## src/logic/alu_pkg.sv

```systemverilog
/*
  Shared widths, vector types and ALU control codes for the redundant execute unit.
  Control bit 2 inverts operand b and supplies the carry-in.
  Bits 1:0 select AND, OR, sum or set-less-than.
*/
package alu_pkg;

  // Data word width and register count.
  localparam int XLEN = 32;
  localparam int REG_COUNT = 32;

  typedef logic [XLEN-1:0] word_t;
  typedef logic [$clog2(REG_COUNT)-1:0] reg_addr_t;
  typedef logic [15:0] imm_t;

  // ALU control codes.
  typedef enum logic [2:0] {
    ALU_AND      = 3'b000,
    ALU_OR       = 3'b001,
    ALU_ADD      = 3'b010,
    ALU_SLTU_RAW = 3'b011,
    ALU_ANDN     = 3'b100,
    ALU_ORN      = 3'b101,
    ALU_SUB      = 3'b110,
    ALU_SLT      = 3'b111
  } alu_op_t;

  // ALU_SLTU_RAW gives the sign of a plus b, with no inversion of b.
  // ALU_SLT is the signed compare by the sign of a minus b, overflow ignored.

endpackage
```

## src/logic/exec_if.sv

```systemverilog
/*
  One accepted operation, from operand fetch to the ALU lanes and the voter.
  Valid is high for exactly one cycle per operation.
*/
interface exec_if;

  logic valid;
  alu_pkg::word_t a;
  alu_pkg::word_t b;
  alu_pkg::alu_op_t alu_op;
  alu_pkg::reg_addr_t wa;
  logic write_en;

  modport source (
    output valid,
    output a,
    output b,
    output alu_op,
    output wa,
    output write_en
  );

  // Lanes see only the operands and the function.
  modport lane (
    input a,
    input b,
    input alu_op
  );

  modport sink (
    input valid,
    input wa,
    input write_en
  );

endinterface

```

## src/logic/redundant_alu_core.sv

```systemverilog
/*
  Execute unit with LANES voted ALU replicas, LANES odd and at least 3.
  Results appear two cycles after op_valid, in order, with no back-pressure.
  fault_bits corrupts lane fault_lane for self-test while it is nonzero.
*/
module redundant_alu_core #(
  parameter int LANES = 5
) (
  input  logic                       clk,
  input  logic                       reset,
  input  logic                       op_valid,
  input  alu_pkg::alu_op_t           alu_op,
  input  alu_pkg::reg_addr_t         ra1,
  input  alu_pkg::reg_addr_t         ra2,
  input  alu_pkg::reg_addr_t         wa,
  input  logic                       write_en,
  input  logic                       use_imm,
  input  alu_pkg::imm_t              imm,
  input  logic [$clog2(LANES)-1:0]   fault_lane,
  input  alu_pkg::word_t             fault_bits,
  output logic                       result_valid,
  output alu_pkg::word_t             result,
  output logic                       zero,
  output logic [LANES-1:0]           lane_ok
);

  alu_pkg::word_t rd1;
  alu_pkg::word_t rd2;
  logic wb_en;
  alu_pkg::reg_addr_t wb_addr;
  alu_pkg::word_t wb_data;
  alu_pkg::word_t [LANES-1:0] fault_mask;
  alu_pkg::word_t [LANES-1:0] lane_results;

  exec_if ex_bus ();

  reg_file u_reg_file (
    .clk     (clk),
    .ra1     (ra1),
    .ra2     (ra2),
    .rd1     (rd1),
    .rd2     (rd2),
    .wb_en   (wb_en),
    .wb_addr (wb_addr),
    .wb_data (wb_data)
  );

  operand_fetch u_operand_fetch (
    .clk      (clk),
    .reset    (reset),
    .op_valid (op_valid),
    .use_imm  (use_imm),
    .write_en (write_en),
    .alu_op   (alu_op),
    .ra1      (ra1),
    .ra2      (ra2),
    .wa       (wa),
    .imm      (imm),
    .rd1      (rd1),
    .rd2      (rd2),
    .ex       (ex_bus)
  );

  for (genvar i = 0; i < LANES; i++)
  begin : g_lane
    // Only the selected lane sees the fault pattern.
    assign fault_mask[i] = (fault_lane == i) ? fault_bits : '0;

    alu_lane u_alu_lane (
      .ex          (ex_bus),
      .fault_mask  (fault_mask[i]),
      .lane_result (lane_results[i])
    );
  end

  lane_voter #(
    .LANES (LANES)
  ) u_lane_voter (
    .clk          (clk),
    .reset        (reset),
    .ex           (ex_bus),
    .lane_results (lane_results),
    .result       (result),
    .zero         (zero),
    .result_valid (result_valid),
    .lane_ok      (lane_ok),
    .wb_en        (wb_en),
    .wb_addr      (wb_addr),
    .wb_data      (wb_data)
  );

endmodule

```

## src/logic/lane_voter.sv

```systemverilog
/*
  Bitwise majority over the enabled lanes, registered one cycle after issue.
  A tie among an even number of enabled lanes votes 0.
  A lane that disagrees with the vote is excluded until reset.
*/
module lane_voter #(
  parameter int LANES = 5
) (
  input  logic                             clk,
  input  logic                             reset,
  exec_if.sink                             ex,
  input  alu_pkg::word_t [LANES-1:0]       lane_results,
  output alu_pkg::word_t                   result,
  output logic                             zero,
  output logic                             result_valid,
  output logic [LANES-1:0]                 lane_ok,
  output logic                             wb_en,
  output alu_pkg::reg_addr_t               wb_addr,
  output alu_pkg::word_t                   wb_data
);

  // Wide enough to hold twice the lane count.
  localparam int CW = $clog2(LANES + 1) + 1;

  logic [CW-1:0] en_count;
  alu_pkg::word_t voted;
  logic [LANES-1:0] drop;

  always_comb
  begin : vote
    logic [CW-1:0] ones;
    en_count = '0;
    for (int i = 0; i < LANES; i++)
    begin
      en_count = en_count + CW'(lane_ok[i]);
    end
    for (int bit_idx = 0; bit_idx < alu_pkg::XLEN; bit_idx++)
    begin
      ones = '0;
      for (int i = 0; i < LANES; i++)
      begin
        ones = ones + CW'(lane_ok[i] & lane_results[i][bit_idx]);
      end
      // Strictly more than half of the enabled lanes.
      voted[bit_idx] = (ones << 1) > en_count;
    end
  end

  always_comb
  begin
    for (int i = 0; i < LANES; i++)
    begin
      drop[i] = lane_ok[i] && (lane_results[i] != voted);
    end
  end

  always_ff @(posedge clk or posedge reset)
  begin
    if (reset)
    begin
      result_valid <= 1'b0;
      lane_ok <= '1;
    end
    else
    begin
      result_valid <= ex.valid;
      if (ex.valid)
      begin
        lane_ok <= lane_ok & ~drop;
      end
    end
  end

  always_ff @(posedge clk)
  begin
    if (ex.valid)
    begin
      result <= voted;
      zero <= (voted == '0);
    end
  end

  // Write back lands on the same edge as the output register.
  assign wb_en = ex.valid && ex.write_en;
  assign wb_addr = ex.wa;
  assign wb_data = voted;

  a_lane_ok_sticky: assert property (
    @(posedge clk) disable iff (reset)
    (lane_ok & ~$past(lane_ok)) == '0
  );

  // At least one lane must survive, or the vote means nothing.
  a_lane_ok_nonempty: assert property (
    @(posedge clk) disable iff (reset)
    lane_ok != '0
  );

endmodule

```

## src/logic/alu_lane.sv

```systemverilog
/*
  One ALU replica, purely combinational.
  fault_mask is XORed into the result and is zero in normal operation.
*/
module alu_lane (
  exec_if.lane           ex,
  input  alu_pkg::word_t fault_mask,
  output alu_pkg::word_t lane_result
);

  alu_pkg::word_t b_inv;
  alu_pkg::word_t sum;
  alu_pkg::word_t raw;

  // Bit 2 inverts b and adds one, giving a - b.
  assign b_inv = ex.alu_op[2] ? ~ex.b : ex.b;
  assign sum = ex.a + b_inv + alu_pkg::word_t'(ex.alu_op[2]);

  always_comb
  begin
    case (ex.alu_op[1:0])
      2'b00: raw = ex.a & b_inv;
      2'b01: raw = ex.a | b_inv;
      2'b10: raw = sum;
      default: raw = {{(alu_pkg::XLEN - 1){1'b0}}, sum[alu_pkg::XLEN-1]};
    endcase
  end

  assign lane_result = raw ^ fault_mask;

endmodule

```

## src/logic/operand_fetch.sv

```systemverilog
/*
  Selects the operands and registers one operation per op_valid strobe.
  There is no forwarding: an operation must not read a register written
  by the operation accepted in the cycle right before it.
*/
module operand_fetch (
  input  logic               clk,
  input  logic               reset,
  input  logic               op_valid,
  input  logic               use_imm,
  input  logic               write_en,
  input  alu_pkg::alu_op_t   alu_op,
  input  alu_pkg::reg_addr_t ra1,
  input  alu_pkg::reg_addr_t ra2,
  input  alu_pkg::reg_addr_t wa,
  input  alu_pkg::imm_t      imm,
  input  alu_pkg::word_t     rd1,
  input  alu_pkg::word_t     rd2,
  exec_if.source             ex
);

  alu_pkg::word_t imm_ext;
  alu_pkg::word_t b_sel;

  // Sign extend the immediate.
  assign imm_ext = {{(alu_pkg::XLEN - 16){imm[15]}}, imm};
  assign b_sel = use_imm ? imm_ext : rd2;

  always_ff @(posedge clk or posedge reset)
  begin
    if (reset)
    begin
      ex.valid <= 1'b0;
    end
    else
    begin
      ex.valid <= op_valid;
    end
  end

  // Payload only moves on an accepted strobe.
  always_ff @(posedge clk)
  begin
    if (op_valid)
    begin
      ex.a <= rd1;
      ex.b <= b_sel;
      ex.alu_op <= alu_op;
      ex.wa <= wa;
      ex.write_en <= write_en;
    end
  end

  // The operation in flight writes back at this edge, so its target
  // is still stale for the operation being accepted now.
  a_no_raw_hazard: assert property (
    @(posedge clk) disable iff (reset)
    (op_valid && ex.valid && ex.write_en && ex.wa != '0)
      |-> (ra1 != ex.wa) && (use_imm || ra2 != ex.wa)
  );

endmodule

```

## src/logic/reg_file.sv

```systemverilog
/*
  Register file with two combinational read ports and one write port.
  Register 0 always reads zero, contents are not cleared by reset.
  A write is visible to reads only after the rising edge.
*/
module reg_file (
  input  logic               clk,
  input  alu_pkg::reg_addr_t ra1,
  input  alu_pkg::reg_addr_t ra2,
  output alu_pkg::word_t     rd1,
  output alu_pkg::word_t     rd2,
  input  logic               wb_en,
  input  alu_pkg::reg_addr_t wb_addr,
  input  alu_pkg::word_t     wb_data
);

  alu_pkg::word_t regs [alu_pkg::REG_COUNT];

  always_ff @(posedge clk)
  begin
    if (wb_en)
    begin
      regs[wb_addr] <= wb_data;
    end
  end

  // Register 0 is hard wired to zero.
  assign rd1 = (ra1 != '0) ? regs[ra1] : '0;
  assign rd2 = (ra2 != '0) ? regs[ra2] : '0;

endmodule

```

## config.mk

```make
export PLATFORM = sky130hd
export DESIGN_NAME = redundant_alu_core
export DESIGN_NICKNAME = d
export VERILOG_FILES = /design/src/logic/alu_pkg.sv /design/src/logic/exec_if.sv /design/src/logic/redundant_alu_core.sv /design/src/logic/lane_voter.sv /design/src/logic/alu_lane.sv /design/src/logic/operand_fetch.sv /design/src/logic/reg_file.sv
export SDC_FILE = /design/constraint.sdc
export NUM_CORES = 2
export LEC_CHECK = 0
export BUFFER_PORTS_ARGS = -buffer_cell sky130_fd_sc_hd__buf_2
export CORE_ASPECT_RATIO = 1.1
export CORE_MARGIN = 2
export CORE_UTILIZATION = 50
export CTS_CLUSTER_DIAMETER = 30
export DETAILED_ROUTE_END_ITERATION = 10
export PLACE_DENSITY = 0.77
export SYNTH_ARGS = -nofsm -noshare
export SYNTH_HDL_FRONTEND = slang
export SYNTH_SLANG_ARGS = --single-unit
```

## constraint.sdc

```tcl
create_clock -name clk -period 19.5 [get_ports clk]
set_clock_uncertainty 0.2 [all_clocks]
set_input_delay 2.925 -clock clk [delete_from_list [all_inputs] [get_ports clk]]
set_output_delay 2.925 -clock clk [all_outputs]
set_load 0.1 [all_outputs]
```

# [Yosys cells after proc, flatten, opt, wreduce, memory -nomap -nowiden]
# Memory sizes are Yosys's and may differ from the RTL's. A register that Yosys moved wholly into a read port is not among the register bits.
# Cells that the tools add are included.
[classes] n_lt_le_gt_ge=32 n_addsub=134 n_bitwise=170 n_mux=11 n_eq_ne=11 n_reduce_logical=12
[ops] operator="adder 3 bit" count=124
[ops] operator="2-to-1 mux 32 bit" count=8
[ops] operator="AND 1 bit" count=160
[ops] operator="!= test 32 bit" count=5
[ops] operator="XOR 32 bit" count=5
[ops] operator="greater-than comparator 4 bit" count=32
[ops] operator="case mux 32 bit (3 select lines)" count=1
[ops] operator="adder 32 x 1 -> 32 bit" count=1
[ops] operator="adder 32 bit" count=1
[ops] operator="AND 32 bit" count=1
[ops] operator="zero test 32 bit" count=1
[ops] operator="inverter 32 bit" count=1
[ops] operator="bitwise OR 32 bit" count=1
[ops] operator="adder 4 x 1 -> 4 bit" count=3
[ops] operator="nonzero test 5 bit" count=2
[ops] operator="adder 3 x 1 -> 3 bit" count=3
[ops] operator="== test 3 x 2 -> 1 bit (second input constant)" count=2
[ops] operator="logical AND 1 bit" count=6
[ops] operator="AND 5 bit" count=1
[ops] operator="inverter 5 bit" count=1
[ops] operator="adder 1 x 1 -> 2 bit" count=2
[ops] operator="== test 3 x 1 -> 1 bit (second input constant)" count=1
[ops] operator="== test 3 bit (second input constant)" count=1
[ops] operator="zero test 3 bit" count=1
[ops] operator="5 further kinds" count=6
[totals] memories=1 output_inout_bits=39 elab_cells=380 mem_bits_rw=1024 input_bits=74 reg_bits=81
[mem_list] memory="u_reg_file.regs" depth=32 width=32 rd=2 rd_ports_with_merged_regs=1 wr=1 line_no="reg_file.sv:17" rtl="alu_pkg::word_t regs [alu_pkg::REG_COUNT];"

# [Longest topological paths before layout]
[logic_depth] ltp_word=16 mapped_depth=33

# [Hierarchy]
# Synthesis repeated with hierarchy kept, for this count alone.
[unflattened] cells_unflattened=6166 hier_area_um2=78360.2
[by_module_without_submodules] module="reg_file" instances=1 area_each_um2=46967.5 cells_per_inst=2400
[by_module_without_submodules] module="alu_lane at g_lane[0].u_alu_lane ..." instances=3 area_each_um2=3489.6 cells_per_inst=482
[by_module_without_submodules] module="lane_voter" instances=1 area_each_um2=8755.9 cells_per_inst=975
[by_module_without_submodules] module="alu_lane at g_lane[1].u_alu_lane" instances=1 area_each_um2=3751.1 cells_per_inst=531
[by_module_without_submodules] module="alu_lane at g_lane[4].u_alu_lane" instances=1 area_each_um2=3535.9 cells_per_inst=491
[by_module_without_submodules] module="operand_fetch" instances=1 area_each_um2=2770.2 cells_per_inst=112
[by_module_without_submodules] module="redundant_alu_core" instances=1 area_each_um2=2110.8 cells_per_inst=211

# [Worst setup path before layout]
# OpenSTA, ideal clock, no wires.
[synth_path] path_type="input-to-reg" startpoint="in fault_lane[0]" endpoint="reg u_lane_voter.lane_ok[4]" path_slack_ns=9.015 path_buffers=5 required_ns=19.211 setup_ns=0.089 arrival_ns=10.196 cell_stages=23 cell_sequence="clkbuf_1 -> nor3b_1 -> clkbuf_1 -> clkbuf_1 -> clkbuf_1 -> clkbuf_1 -> nand2_1 -> xnor2_1 -> nand2_1 -> fa_1 -> fa_1 -> fa_1 -> or3b_2 -> a32oi_1 -> xnor3_1 -> nand2_1 -> mux2i_1 -> a22o_1 -> nand4_1 -> a2111oi_0 -> nand4b_1 -> or4_1 -> o32ai_2"
[synth_via] elab_chain_cells=13 elab_cells_between_ends=339
[synth_lines] item="start, declared" line_no="redundant_alu_core.sv:19" rtl="input logic [$clog2(LANES)-1:0] fault_lane,"
[synth_lines] item="== test 3 x 1 -> 1 bit or zero test 3 bit (tied branches)" line_no="redundant_alu_core.sv:67" rtl="assign fault_mask[i] = (fault_lane == i) ? fault_bits : '0;"
[synth_lines] item="2-to-1 mux 32 bit" line_no="redundant_alu_core.sv:67"
[synth_lines] item="XOR 32 bit" line_no="alu_lane.sv:29" rtl="assign lane_result = raw ^ fault_mask;"
[synth_lines] item="AND 1 bit" line_no="lane_voter.sv:42" rtl="ones = ones + CW'(lane_ok[i] & lane_results[i][bit_idx]);"
[synth_lines] item="adder 3 bit (3 in series)" line_no="lane_voter.sv:42"
[synth_lines] item="adder 3 bit *" line_no="lane_voter.sv:42"
[synth_lines] item="greater-than comparator 4 bit *" line_no="lane_voter.sv:45" rtl="voted[bit_idx] = (ones << 1) > en_count;"
[synth_lines] item="net u_lane_voter.wb_data[1]" line_no="lane_voter.sv:19" rtl="output alu_pkg::word_t wb_data"
[synth_lines] item="!= test 32 bit *" line_no="lane_voter.sv:53" rtl="drop[i] = lane_ok[i] && (lane_results[i] != voted);"
[synth_lines] item="logical AND 1 bit *" line_no="lane_voter.sv:53"
[synth_lines] item="inverter 5 bit *" line_no="lane_voter.sv:69" rtl="lane_ok <= lane_ok & ~drop;"
[synth_lines] item="AND 5 bit *" line_no="lane_voter.sv:69"
[synth_lines] item="end signal, assigned" line_no="lane_voter.sv:69"
[synth_lines] item="end, declared" line_no="lane_voter.sv:16" rtl="output logic [LANES-1:0] lane_ok,"
# The timed path passes the listed nets; every way through them passes the cells marked *.
# A chain may end at the register's enable or synchronous reset.

# [Worst setup path after layout]
[layout_path] startpoint="reg u_operand_fetch.ex.alu_op[2]" endpoint="reg u_lane_voter.lane_ok[3]"
[layout_via] elab_chain_cells=15 elab_cells_between_ends=335
[layout_lines] item="start, declared" line_no="exec_if.sv:18" rtl="output alu_op,"
[layout_lines] item="2-to-1 mux 32 bit" line_no="alu_lane.sv:16" rtl="assign b_inv = ex.alu_op[2] ? ~ex.b : ex.b;"
[layout_lines] item="adder 32 bit" line_no="alu_lane.sv:17" rtl="assign sum = ex.a + b_inv + alu_pkg::word_t'(ex.alu_op[2]);"
[layout_lines] item="adder 32 x 1 -> 32 bit" line_no="alu_lane.sv:17"
[layout_lines] item="case mux 32 bit (3 select lines) *" line_no="alu_lane.sv:21" rtl="case (ex.alu_op[1:0])"
[layout_lines] item="XOR 32 bit" line_no="alu_lane.sv:29"
[layout_lines] item="AND 1 bit" line_no="lane_voter.sv:42"
[layout_lines] item="adder 3 bit (3 in series)" line_no="lane_voter.sv:42"
[layout_lines] item="adder 3 bit *" line_no="lane_voter.sv:42"
[layout_lines] item="greater-than comparator 4 bit *" line_no="lane_voter.sv:45"
[layout_lines] item="net u_lane_voter.wb_data[22]" line_no="lane_voter.sv:19"
[layout_lines] item="!= test 32 bit *" line_no="lane_voter.sv:53"
[layout_lines] item="logical AND 1 bit *" line_no="lane_voter.sv:53"
[layout_lines] item="inverter 5 bit *" line_no="lane_voter.sv:69"
[layout_lines] item="AND 5 bit *" line_no="lane_voter.sv:69"
# Marked as above.

==> results.md <==
* Fill cells at between 9000 and 10000
* Setup TNS at 0 ps
* Relative slew margins at about 2.1%
* Crit path arrival time at around 11000 ps
* Distinct cells, synth at between 100 and 150
* Yosys top cell area share at between 50% and 60%
* CTS Hold Bufs at 0
* Remaining Overflow, GRT at 0
* Crit Reg-Reg Startpoint: u_operand_fetch.ex.alu_op[2]$_DFFE_PP_
* Actual slew at the worst max-slew pin at 1470 ps
* Syn avg cell area at 13.2 sq um
* Final wirelength at about 240000 um
* Synth Cell Area at 0.0667 sq mm
* Hold Worst Slack at approximately 460 ps
* Most frequent CP cell: fa_1
* Root Driver: clkbuf_16
* Num CTS Buffers at a little under 200
* First-pass GRT wire length at 344000 um
* Leading area contributor after synthesis: edfxtp_1
* Vias in the first global route at 50630
* P_leak at between 0.02 and 0.03 uW
* RSZ-0062 raised after global routing: no
* Worst vdd ir at 0.0848 mV
* Clk_lat worst skew at 820 ps
* Minimum clock period at slightly above 10000 ps
* TritonCTS clock tree: built
* DR iter-0 viols at 7618
* Post-synthesis register bit count at around 1100
* Max cap viols at 0
* Total GRT Usage at around a third
* Run status: finished, final reports clean
* Antenna-violating nets left at 0
* Startpoint class of the critical path: flip-flop
* HP Start: u_operand_fetch.ex.valid$_DFF_PP0_
* DRC at 0
* Pre-Repair DR Iteration Count at 9
* H-tree depth at 4
* Die X at approximately 350 um
* Detail Placement HPWL at 144000 um
* Syn Nets at between 5000 and 6000
* Area of the core at between 0.1 and 0.15 sq mm
* FP Rows at 140
* Post-CTS sizing at 0
* Global placer's final weighted congestion at about 1.0
* Synth warnings at 0
* Fmax at about 0.096 GHz
* Die ar. at about 0.14 sq mm
* Hold crit path type: reg -> reg
* Clock-pin transition on the worst setup and hold timing paths at 50 ps
* Largest net degree at the start of global routing at 111
* Vias per cell at between 7 and 8
* Slowest library cell on the worst path: inv_1
* Async SR Flop Fraction at 0.616%
* Starting Density at slightly above 50%
* Final period utilization at 53.2%
* Post-synth top flop: edfxtp_1
* CP endpoint kind: flip-flop
* Final slew viol count at 0
* Final Hold Viols at 0
* Sink Count at between 1000 and 1500
* Max Fanout on Critical Path at 36
* Port buffer count at 112
* Post-layout nets at 5451
* Postcts setup bufs at 0
* CP Launch Point: u_operand_fetch.ex.alu_op[2]$_DFFE_PP_
* Req. time, crit path at approximately 20000 ps
* Max incr delay on CP at about 670 ps
* Setup-failing EPs final at 0
* Vias at around 50000
* Crit Path Category: reg -> reg
* Clock Tree Buf Depth at 3
* Power Dens Cells at 95.2 mW/mm^2
* EDFF count, synth at 1130
* WL per Instance at between 30 and 40 um
* Area growth syn-to-layout at 14.6%
* Area contributors post-synth: edfxtp_1 51%, mux4_2 12%, mux2i_1 4.7%
* Register area share after synthesis at 51.1%
* I/O pin count at between 100 and 150
* Die height at 387 um
* Synthesized instance count at 5057
* Initial antenna violation count at 14
* Layout cell share with drive strength beyond 1 at 21.9%
## through the flow
stage / cell area [sq um] / setup slack (ps) / std cells / utilization, % / total power [uW]
after floorplan: 66700 / 9010 / 5057 / - / 3500
after global placement: 69800 / 9730 / 6722 / 52.7 / 3830
after detailed placement: 69800 / 9460 / 6722 / 52.7 / 3830
after CTS: 76500 / 9390 / 7099 / 57.8 / 7250
after global routing: 76500 / 8670 / 7101 / 57.8 / 7440
final: 76500 / 9130 / 7101 / 57.8 / 7280
## cell type report
cell class	count	area, sq um	share of cell area, %
Antenna cell	2	5.00	0.00654
Clock inverter	162	1660	2.17
Sequential cell	1137	34100	44.6
Clock buffer	215	5060	6.62
Tap cell	1775	2220	2.90
Inverter	193	724	0.947
Multi-Input combinational cell	3371	31100	40.6
Timing Repair Buffer	246	1650	2.15
## critical path, delay by kind of cell, from the launching register on
| kind | cells | cell delay, ps |
|---|---|---|
| and+or+nand+nor | 8 | 1640 |
| xor gates and xnor gates | 3 | 620 |
| buffers and inverters | 4 | 1350 |
| DFF | 1 | 470 |
| adders and majority gates | 4 | 1930 |
| AOI/OAI and AO/OA | 10 | 4010 |
## registers in the layout (all words and copies together) (netlist names)
register,count
u_operand_fetch.ex.b,32
u_operand_fetch.ex.write_en,1
u_operand_fetch.ex.wa,5
u_reg_file.regs,1024
u_operand_fetch.ex.a,32
u_operand_fetch.ex.valid,1
u_operand_fetch.ex.alu_op,3
u_lane_voter.result_valid,1
u_lane_voter.lane_ok,5
u_lane_voter.zero,1
u_lane_voter.result,32
## synth_stat cells (all sizes together), types with 28 or more instances
| library cell | count |
|---|---|
| a211oi | 48 |
| a21oi | 265 |
| a221oi | 30 |
| buf | 104 |
| clkbuf | 252 |
| edfxtp | 1130 |
| fa | 98 |
| ha | 132 |
| inv | 191 |
| mux2 | 115 |
| mux2i | 314 |
| mux4 | 343 |
| nand2 | 370 |
| nand2b | 39 |
| nand3 | 42 |
| nand4 | 45 |
| nor2 | 249 |
| nor3 | 112 |
| nor4 | 28 |
| o211ai | 28 |
| o21ai | 210 |
| o221ai | 95 |
| o22ai | 113 |
| xnor2 | 140 |
| xor2 | 140 |
## per-layer routing
metal	track usage (%)	vias up	part of all wire [%]
met2	54.0	4522	46
met5	0	-	0.0096
met1	41.7	24891	33
met4	23.1	4	7.9
met3	10.0	1131	14
li1	-	20030	-
## power by group
group | internal, uW | switching (uW)
clock | 2150 | 1300
sequential | 2690 | 20.5
combinational | 393 | 732
## logic make-up after synthesis
family                     after synthesis  share of synthesized area [%]
and+or+nand+nor                       1058                           7.58
muxes                                  772                           18.2
buffers and inverters                  549                           3.15
AOI/OAI and AO/OA                     1014                           10.2
xor gates and xnor gates               297                           4.27
adders and majority gates              230                           5.42
DFF                                   1137                           51.1
## layout by cell type, fill, tap and decap left out, types with 38 or more instances in the layout
cell type  instances
o22ai_1          112
ha_1             132
mux2_2           115
mux2i_1          313
nand2b_1          38
xor2_1           140
nor2_1           214
xnor2_1          139
o21ai_0          196
buf_2            101
nand2_1          369
edfxtp_1        1130
nor3_1           109
clkbuf_16        200
o221ai_1          94
inv_1            189
nand3_1           42
nand4_1           45
a21oi_1          261
a211oi_1          43
fa_1              98
buf_4            139
mux4_2           343
## path summary, 6_finish.rpt
check | cells past startpoint | slack [ps] | to
max | 29 | 9130 | u_lane_voter.lane_ok[3]$_DFFE_PP1P_
min | 1 | 460 | u_lane_voter.lane_ok[4]$_DFFE_PP1P_
max reg2reg | 29 | 9130 | u_lane_voter.lane_ok[3]$_DFFE_PP1P_
min reg2reg | 1 | 460 | u_lane_voter.lane_ok[4]$_DFFE_PP1P_
max in group asynchronous | 2 | 16550 | u_operand_fetch.ex.valid$_DFF_PP0_
min in group asynchronous | 2 | 2050 | u_lane_voter.result_valid$_DFF_PP0_
No activity file was read; power rests on OpenSTA's default activity.
